`config.mk`:
```
export PLATFORM = sky130hd
export DESIGN_NAME = rv_accel_top
export DESIGN_NICKNAME = d
export VERILOG_FILES = /design/src/rtl/rv_accel_pkg.sv /design/src/rtl/argmax_unit.sv /design/src/rtl/img_sram_if.sv /design/src/rtl/rv_accel_top.sv
export VERILOG_INCLUDE_DIRS = /design/src /design/src/include
export SDC_FILE = /design/constraint.sdc
export NUM_CORES = 2
export LEC_CHECK = 0
export ABC_CLOCK_PERIOD_IN_PS = 9900
export BUFFER_PORTS_ARGS = -buffer_cell sky130_fd_sc_hd__buf_2
export CORE_MARGIN = 5
export CORE_UTILIZATION = 45
export CTS_BUF_LIST = sky130_fd_sc_hd__clkbuf_4
export DETAILED_ROUTE_END_ITERATION = 10
export PLACE_DENSITY_LB_ADDON = 0.3
export SETUP_SLACK_MARGIN = 0.05
export SKIP_CTS_REPAIR_TIMING = 1
export SLEW_MARGIN = 25
export SYNTH_ARGS = -nofsm -noshare
export SYNTH_HDL_FRONTEND = slang
export SYNTH_SLANG_ARGS = --single-unit
```
`constraint.sdc`:
```
create_clock -name clk -period 9.9 [get_ports clk]
set_input_delay 2.475 -clock clk [delete_from_list [all_inputs] [get_ports clk]]
set_output_delay 2.475 -clock clk [all_outputs]
set_load 0.02 [all_outputs]
```
`src/include/rv_accel_settings.svh`:
```
// Size settings shared by the accelerator RTL and its testbench
// Include after the timescale line in any file that sizes arrays or data words
`ifndef RV_ACCEL_SETTINGS_SVH
`define RV_ACCEL_SETTINGS_SVH

// ============================================================
// Image SRAM geometry
// ============================================================
// Rows and columns of the image array
`define RV_ACCEL_IMG_H 8
`define RV_ACCEL_IMG_W 8

// ============================================================
// Argmax and data path
// ============================================================
// Entries in the argmax vector buffer
`define RV_ACCEL_VEC_LEN 16
// Width of one stored data word
`define RV_ACCEL_DATA_W 32

`endif

```
`src/rtl/rv_accel_pkg.sv`:
```
// Shared types for the RV32I custom-instruction accelerator
// Instruction field encodings, route select and argmax FSM states
package rv_accel_pkg;

  // Major opcode of the custom instructions
  typedef enum logic [6:0] {
    OPC_RTYPE = 7'h33
  } opcode_t;

  // funct7 picks the engine
  typedef enum logic [6:0] {
    F7_ARG = 7'h05,
    F7_IMG = 7'h06
  } unit_t;

  // funct3 for the image SRAM engine
  typedef enum logic [2:0] {
    IM_WR   = 3'b000,
    IM_RD   = 3'b001,
    IM_STAT = 3'b010
  } img_op_t;

  // funct3 for the argmax engine
  typedef enum logic [2:0] {
    ARG_WR    = 3'b000,
    ARG_START = 3'b001,
    ARG_STAT  = 3'b010,
    ARG_RD    = 3'b011
  } arg_op_t;

  // Engine that owns the instruction in flight
  typedef enum logic [1:0] {
    SEL_NONE = 2'd0,
    SEL_IMG  = 2'd1,
    SEL_ARG  = 2'd2
  } sel_t;

  // Argmax search FSM
  typedef enum logic [1:0] {
    ARG_IDLE = 2'd0,
    ARG_SCAN = 2'd1,
    ARG_DONE = 2'd2
  } arg_state_t;

endpackage

```
`src/rtl/argmax_unit.sv`:
```
// Argmax classifier engine of the accelerator, funct7 0x05
// Buffers a signed vector, then scans one element per cycle after ARG_START
// ARG_STAT and ARG_RD answer through we one cycle after acceptance
`timescale 1ns/1ps
`include "rv_accel_settings.svh"

module argmax_unit (
  input  logic                        clk,
  input  logic                        rst,
  input  logic                        valid,
  input  rv_accel_pkg::arg_op_t       op,
  input  logic [31:0]                 rs1_val,
  input  logic [`RV_ACCEL_DATA_W-1:0] rs2_val,
  input  logic [4:0]                  rd_addr,
  output logic                        ready,
  output logic                        we,
  output logic [4:0]                  waddr,
  output logic [`RV_ACCEL_DATA_W-1:0] wdata,
  output logic                        busy,
  output logic                        done
);
  import rv_accel_pkg::*;

  localparam int IDX_W = $clog2(`RV_ACCEL_VEC_LEN);
  localparam logic [IDX_W-1:0] LAST = IDX_W'(`RV_ACCEL_VEC_LEN - 1);

  logic signed [`RV_ACCEL_DATA_W-1:0] vec [`RV_ACCEL_VEC_LEN];
  arg_state_t                         state;
  logic                               fire;
  logic [IDX_W-1:0]                   wr_idx;
  // Scan pointer and running maximum
  logic [IDX_W-1:0]                   cnt;
  logic signed [`RV_ACCEL_DATA_W-1:0] best_val;
  logic [IDX_W-1:0]                   best_idx;
  logic                               take;
  logic [IDX_W-1:0]                   nxt_idx;
  // Index of the last completed scan
  logic [IDX_W-1:0]                   res_idx;

  assign busy = (state == ARG_SCAN);
  assign done = (state == ARG_DONE);

  // Writes and restarts wait for the scan, status reads never stall
  assign ready = !(busy && ((op == ARG_WR) || (op == ARG_START)));
  assign fire  = valid && ready;

  // Index wraps modulo the vector length
  assign wr_idx = IDX_W'(rs1_val[7:0] % `RV_ACCEL_VEC_LEN);

  // Strict compare so a tie keeps the lower index
  assign take    = (cnt == '0) || (vec[cnt] > best_val);
  assign nxt_idx = take ? cnt : best_idx;

  // ============================================================
  // Vector buffer
  // ============================================================
  always_ff @(posedge clk) begin
    if (fire && (op == ARG_WR)) begin
      vec[wr_idx] <= rs2_val;
    end
  end

  // ============================================================
  // Search FSM
  // ============================================================
  always_ff @(posedge clk) begin
    if (rst) begin
      state   <= ARG_IDLE;
      cnt     <= '0;
      res_idx <= '0;
    end else begin
      case (state)
        ARG_SCAN: begin
          // One element per cycle, VEC_LEN cycles in total
          cnt <= cnt + 1'b1;
          if (cnt == LAST) begin
            state   <= ARG_DONE;
            res_idx <= nxt_idx;
          end
        end
        default: begin
          // Idle and done both accept a new start
          if (fire && (op == ARG_START)) begin
            state <= ARG_SCAN;
            cnt   <= '0;
          end
        end
      endcase
    end
  end

  // Running maximum
  always_ff @(posedge clk) begin
    if (busy) begin
      if (take) begin
        best_val <= vec[cnt];
      end
      best_idx <= nxt_idx;
    end
  end

  // ============================================================
  // Response
  // ============================================================
  always_ff @(posedge clk) begin
    if (rst) begin
      we <= 1'b0;
    end else begin
      we <= fire && ((op == ARG_STAT) || (op == ARG_RD));
    end
  end

  always_ff @(posedge clk) begin
    if (fire) begin
      waddr <= rd_addr;
      if (op == ARG_STAT) begin
        // Status word is {busy, done}
        wdata <= {{(`RV_ACCEL_DATA_W-2){1'b0}}, busy, done};
      end else begin
        wdata <= {{(`RV_ACCEL_DATA_W-IDX_W){1'b0}}, res_idx};
      end
    end
  end

endmodule

```
`src/rtl/img_sram_if.sv`:
```
// Image SRAM engine of the accelerator, funct7 0x06
// Handles IM_WR, IM_RD and IM_STAT; always ready
// Reads and status return through we one cycle after acceptance
`timescale 1ns/1ps
`include "rv_accel_settings.svh"

module img_sram_if (
  input  logic                        clk,
  input  logic                        rst,
  input  logic                        valid,
  input  rv_accel_pkg::img_op_t       op,
  input  logic [31:0]                 rs1_val,
  input  logic [`RV_ACCEL_DATA_W-1:0] rs2_val,
  input  logic [4:0]                  rd_addr,
  output logic                        ready,
  output logic                        we,
  output logic [4:0]                  waddr,
  output logic [`RV_ACCEL_DATA_W-1:0] wdata,
  output logic                        rvalid
);
  import rv_accel_pkg::*;

  localparam int ROW_W = $clog2(`RV_ACCEL_IMG_H);
  localparam int COL_W = $clog2(`RV_ACCEL_IMG_W);

  logic [`RV_ACCEL_DATA_W-1:0] mem [`RV_ACCEL_IMG_H][`RV_ACCEL_IMG_W];
  logic [7:0]                  row;
  logic [7:0]                  col;
  logic                        in_range;
  logic                        do_wr;
  logic                        do_rd;
  logic                        do_stat;
  // Sticky status flags
  logic                        wr_seen;
  logic                        rd_ok;
  logic [`RV_ACCEL_DATA_W-1:0] rd_word;
  logic [`RV_ACCEL_DATA_W-1:0] stat_word;

  // ============================================================
  // Operand decode
  // ============================================================
  // Row in rs1 bits 15..8, column in bits 7..0
  assign row      = rs1_val[15:8];
  assign col      = rs1_val[7:0];
  assign in_range = (row < `RV_ACCEL_IMG_H) && (col < `RV_ACCEL_IMG_W);

  // No back-pressure from this engine
  assign ready = 1'b1;

  assign do_wr   = valid && (op == IM_WR);
  assign do_rd   = valid && (op == IM_RD);
  assign do_stat = valid && (op == IM_STAT);

  // Out of range reads give zero
  assign rd_word = in_range ? mem[row[ROW_W-1:0]][col[COL_W-1:0]] : '0;

  // Status word is {busy, done, rvalid}, busy never set here
  assign stat_word = {{(`RV_ACCEL_DATA_W-3){1'b0}}, 1'b0, wr_seen, rd_ok};

  // ============================================================
  // Storage
  // ============================================================
  always_ff @(posedge clk) begin
    // Writes outside the array are dropped
    if (do_wr && in_range) begin
      mem[row[ROW_W-1:0]][col[COL_W-1:0]] <= rs2_val;
    end
  end

  // ============================================================
  // Control and response
  // ============================================================
  always_ff @(posedge clk) begin
    if (rst) begin
      we      <= 1'b0;
      rvalid  <= 1'b0;
      wr_seen <= 1'b0;
      rd_ok   <= 1'b0;
    end else begin
      // One-cycle writeback pulse for reads and status
      we     <= do_rd || do_stat;
      rvalid <= do_rd && in_range;
      // Done means a write actually landed in the array
      if (do_wr && in_range) begin
        wr_seen <= 1'b1;
      end
      // Tracks only the most recent IM_RD
      if (do_rd) begin
        rd_ok <= in_range;
      end
    end
  end

  // Response payload
  always_ff @(posedge clk) begin
    if (do_rd || do_stat) begin
      waddr <= rd_addr;
      wdata <= do_stat ? stat_word : rd_word;
    end
  end

endmodule

```
`src/rtl/rv_accel_top.sv`:
```
// Top level of the RV32I custom-instruction accelerator
// Decodes R-type instructions and routes them to the image or argmax engine
// One instruction in flight; writeback returns one cycle after acceptance
`timescale 1ns/1ps
`include "rv_accel_settings.svh"

module rv_accel_top (
  input  logic                        clk,
  input  logic                        rst,
  input  logic                        instr_valid,
  input  logic [31:0]                 instr,
  input  logic [31:0]                 rs1_val,
  input  logic [31:0]                 rs2_val,
  input  logic [4:0]                  rd_addr,
  output logic                        instr_ready,
  output logic                        rd_we,
  output logic [4:0]                  rd_waddr,
  output logic [`RV_ACCEL_DATA_W-1:0] rd_wdata,
  output logic                        accel_busy,
  output logic                        accel_done,
  output logic                        accel_C_valid
);
  import rv_accel_pkg::*;

  logic [6:0]                  opcode;
  logic [6:0]                  funct7;
  logic [2:0]                  funct3;
  img_op_t                     img_op;
  arg_op_t                     arg_op;
  sel_t                        route;
  // Selection latch, valid only in the cycle after acceptance
  logic                        lat_vld;
  sel_t                        lat_sel;
  logic                        accept;

  // Image engine
  logic                        img_valid;
  logic                        img_ready;
  logic                        img_we;
  logic [4:0]                  img_waddr;
  logic [`RV_ACCEL_DATA_W-1:0] img_wdata;
  logic                        img_rvalid;

  // Argmax engine
  logic                        arg_valid;
  logic                        arg_ready;
  logic                        arg_we;
  logic [4:0]                  arg_waddr;
  logic [`RV_ACCEL_DATA_W-1:0] arg_wdata;
  logic                        arg_busy;
  logic                        arg_done;

  // ============================================================
  // Decode
  // ============================================================
  assign opcode = instr[6:0];
  assign funct3 = instr[14:12];
  assign funct7 = instr[31:25];
  assign img_op = img_op_t'(funct3);
  assign arg_op = arg_op_t'(funct3);

  always_comb begin
    route = SEL_NONE;
    if (opcode == OPC_RTYPE) begin
      case (funct7)
        F7_IMG:  route = SEL_IMG;
        F7_ARG:  route = SEL_ARG;
        // Omitted engines fall through and are dropped
        default: route = SEL_NONE;
      endcase
    end
  end

  // Blocked while a response is pending, else the target engine decides
  always_comb begin
    case (route)
      SEL_IMG: instr_ready = !lat_vld && img_ready;
      SEL_ARG: instr_ready = !lat_vld && arg_ready;
      default: instr_ready = !lat_vld;
    endcase
  end

  assign accept    = instr_valid && instr_ready;
  assign img_valid = instr_valid && !lat_vld && (route == SEL_IMG);
  assign arg_valid = instr_valid && !lat_vld && (route == SEL_ARG);

  // ============================================================
  // Engines
  // ============================================================
  img_sram_if img_sram_if_inst (
    .clk     (clk),
    .rst     (rst),
    .valid   (img_valid),
    .op      (img_op),
    .rs1_val (rs1_val),
    .rs2_val (rs2_val),
    .rd_addr (rd_addr),
    .ready   (img_ready),
    .we      (img_we),
    .waddr   (img_waddr),
    .wdata   (img_wdata),
    .rvalid  (img_rvalid)
  );

  argmax_unit argmax_unit_inst (
    .clk     (clk),
    .rst     (rst),
    .valid   (arg_valid),
    .op      (arg_op),
    .rs1_val (rs1_val),
    .rs2_val (rs2_val),
    .rd_addr (rd_addr),
    .ready   (arg_ready),
    .we      (arg_we),
    .waddr   (arg_waddr),
    .wdata   (arg_wdata),
    .busy    (arg_busy),
    .done    (arg_done)
  );

  // ============================================================
  // Selection latch and writeback mux
  // ============================================================
  always_ff @(posedge clk) begin
    if (rst) begin
      lat_vld <= 1'b0;
      lat_sel <= SEL_NONE;
    end else begin
      lat_vld <= accept;
      if (accept) begin
        lat_sel <= route;
      end
    end
  end

  // Only the engine that took the instruction may write back
  always_comb begin
    rd_we    = 1'b0;
    rd_waddr = '0;
    rd_wdata = '0;
    if (lat_vld) begin
      case (lat_sel)
        SEL_IMG: begin
          rd_we    = img_we;
          rd_waddr = img_waddr;
          rd_wdata = img_wdata;
        end
        SEL_ARG: begin
          rd_we    = arg_we;
          rd_waddr = arg_waddr;
          rd_wdata = arg_wdata;
        end
        default: rd_we = 1'b0;
      endcase
    end
  end

  // Status merge
  assign accel_busy    = arg_busy;
  assign accel_done    = arg_done;
  assign accel_C_valid = img_rvalid;

endmodule

```
==> flow_metrics.tcl <==
set metrics [dict create \
    coreArea_um2 217200 \
    critPathKind "input port to output pin" \
    synth_edf_count 2642 \
    dr.pass1.iters 5 \
    grt_antenna_before_repair 11 \
    postLayoutCoreUtil_pct 51.16 \
    clock_sinks 2664 \
    place_area_um2 103200 \
    final_cell_count_no_fill 8900 \
    grt_pass1_vias 55710 \
    ys.flop_type "edfxtp_1" \
    ys_seq_area_share_pct 81.23 \
    powerDensity_nw_per_um2 197.0 \
    slew_violations 0 \
    critPathLaunchType "input port" \
    cts_tree "yes" \
    synth.distinct_cells 52 \
    cpMaxStageDelayCell "nor4b_1" \
    drive_gt1_share_pct 25.87 \
    path_clk_slew_ns 0.06 \
    drc 0 \
    syn_inst 5008 \
    synth.top_cells.by_area "edfxtp_1 81%, a22oi_1 5.9%, mux4_2 4.4%, nand4_1 1.3%, a22o_1 1.2%" \
    final_antenna_net_count 0 \
    row_count 171 \
    h-tree-depth 6 \
    synth_top_area_cell "edfxtp_1" \
    gp_congestion 0.8027 \
    syn_area_um2 98210 \
    drt-initial-drc-count 6482 \
    port_buffers 114 \
    track_usage_pct 23.06 \
    grt_pass1_wl_um 384400 \
    rsz0062_at_grt "no" \
    synth_top_area_share_pct 80.78 \
    io_pins 146 \
    total_leakage_power_nw 34.88 \
    fmax_mhz 165.8 \
    outcome "finished clean" \
    finalClockSkew_ns 0.09705 \
    die_height_um 477.2 \
    synth_commonest_cells "2,642 x edfxtp_1, 778 x a22oi_1, 205 x nand4_1" \
    start_util_pct 45.22 \
    synth.avg_cell_area_um2 19.61 \
    worst_skew_pair.late_latency_ns 1.38 \
    cp-end-kind "output pin" \
    design_area_um2 111100 \
    dp.cells 7811 \
    nets 5776 \
    die_area_um2 227700 \
    async_flop_share_pct 0 \
    clockBufferDepth 4 \
    setup_viol 0 \
    final.setup.tns_ns 0 \
    yosys_register_bits 2664 \
    hold_class "flop to flop" \
    ys_warn_count 0 \
    area_growth_pct 13.13 \
    fin_crit_ns 6.030 \
    die_width_um 477.2 \
    hpwl_um 133100 \
    drt_wl_total_um 267600 \
    via_per_inst 6.143 \
    grt-ovfl-total 0 \
    critPathBufInv 2 \
    worst_pin_slew_ns 1.111 \
    fin_crit_sh_pct 60.91 \
    wl_per_cell_um 30.06 \
    cap_violations 0 \
    crit_chain "buf_2 -> nor4b_1 -> nand4_1 -> nor2b_1 -> nor2_1 -> buf_2" \
    max_stage_delay_ns 0.39 \
    path_delay_family "simple AND/OR/NAND/NOR gates" \
    cts_buffers 672 \
    fillerInstances 17280 \
    via_count 54670 \
    ir_drop_uv 126.9 \
    cp_max_fo 4 \
    required_ns 7.43 \
    finalHoldViolations 0 \
    cp_data_arrival_time_ns 3.55 \
    grt_max_degree 131 \
    post-synth-top-count-cell "edfxtp_1" \
    relSlewSlack_pct 25.78 \
    synthesis.nets 5148 \
    cts_root_buffer "clkbuf_4" \
    cpMostUsedCell "buf_2" \
    whs_ns 0.4768 \
]
-- state kept, by name, summed over array words and instances (netlist names), named ones only --
signal,count
img_sram_if_inst.rd_ok,1
img_sram_if_inst.rvalid,1
argmax_unit_inst.wdata,4
argmax_unit_inst.vec,512
argmax_unit_inst.we,1
lat_sel,2
argmax_unit_inst.waddr,5
img_sram_if_inst.waddr,5
argmax_unit_inst.cnt,4
img_sram_if_inst.wr_seen,1
img_sram_if_inst.mem,2048
img_sram_if_inst.wdata,32
argmax_unit_inst.res_idx,4
argmax_unit_inst.state,2
argmax_unit_inst.best_val,32
img_sram_if_inst.we,1
argmax_unit_inst.best_idx,4
lat_vld,1
-- layer usage --
| metal | share of wire (%) | wire length (µm) | vias up | GRT usage, % |
|---|---|---|---|---|
| li1 | - | - | 22930 | - |
| met1 | 39 | 105000 | 28060 | 31.68 |
| met2 | 47 | 126600 | 3201 | 36.59 |
| met3 | 10 | 27580 | 476 | 5.264 |
| met4 | 3.1 | 8369 | 2 | 7.991 |
| met5 | 0.0049 | 13 | - | 0 |
-- worst min-delay path: cells and delay by family (launching register included) --
family | cells | cell delay, ns
DFF | 1 | 0.33
and+or+nand+nor | 2 | 0.12
-- power breakdown --
| group | internal, W | switching, W | leakage [nW] |
|---|---|---|---|
| sequential | 0.0124 | 0.000000239 | 24.0 |
| clock | 0.00446 | 0.00421 | 4.67 |
| combinational | 0.000203 | 0.000621 | 6.22 |
-- layout by cell type, fill, tap and decap left out, types with 30 or more instances in the layout --
cell	synthesis	routed
a221oi_1	124	124
a22o_1	136	136
a22oi_1	778	778
and2_1	30	30
buf_2	41	108
buf_4	0	145
clkbuf_4	0	947
clkinv_1	1	90
edfxtp_1	2642	2642
ha_1	36	36
inv_1	39	39
mux4_2	192	192
nand3_1	68	68
nand4_1	205	205
nor2_1	136	57
nor2_4	0	79
nor3_1	39	37
o211a_1	30	30
o211ai_1	32	32
o21ai_0	46	46
-- cell families after synthesis --
| group | Yosys count | synth area share, % |
|---|---|---|
| mux | 194 | 4.425 |
| fa+ha+maj | 36 | 0.4587 |
| buf+inv | 366 | 1.451 |
| flops | 2664 | 81.23 |
| simple gates | 558 | 3.095 |
| compound gates | 1188 | 9.320 |
| xor+xnor | 2 | 0.01784 |
-- final cells by class --
class / instances / area (µm²) / share of cell area [%]
inverter: 40 / 150.1 / 0.1351
clock inverter: 126 / 625.6 / 0.5631
tap: 2854 / 3571 / 3.214
clock buffer: 947 / 7109 / 6.399
antenna: 11 / 27.53 / 0.02478
sequential: 2664 / 79790 / 71.81
timing repair buffer: 280 / 2168 / 1.952
multi-input combinational: 1978 / 17660 / 15.90
-- path summary, 6_finish.rpt --
| check | startpoint | endpoint | slack (ns) | cells after the start |
|---|---|---|---|---|
| setup reg to reg | flop | argmax_unit_inst.best_val[13] | 4.35 | 10 |
| setup / recovery | instr[29] | instr_ready | 3.87 | 6 |
| hold / removal | img_sram_if_inst.wr_seen | img_sram_if_inst.wr_seen | 0.48 | 2 |
| hold reg to reg | img_sram_if_inst.wr_seen | img_sram_if_inst.wr_seen | 0.48 | 2 |
-- stage by stage --
stage	worst slack [ns]	power (W)
floorplan	2.322	0.01296
global placement	2.460	0.01343
detailed placement	2.424	0.01344
CTS	3.866	0.02205
global route	3.707	0.02269
finish	3.870	0.02188
Power figures use the tool's default switching activity.
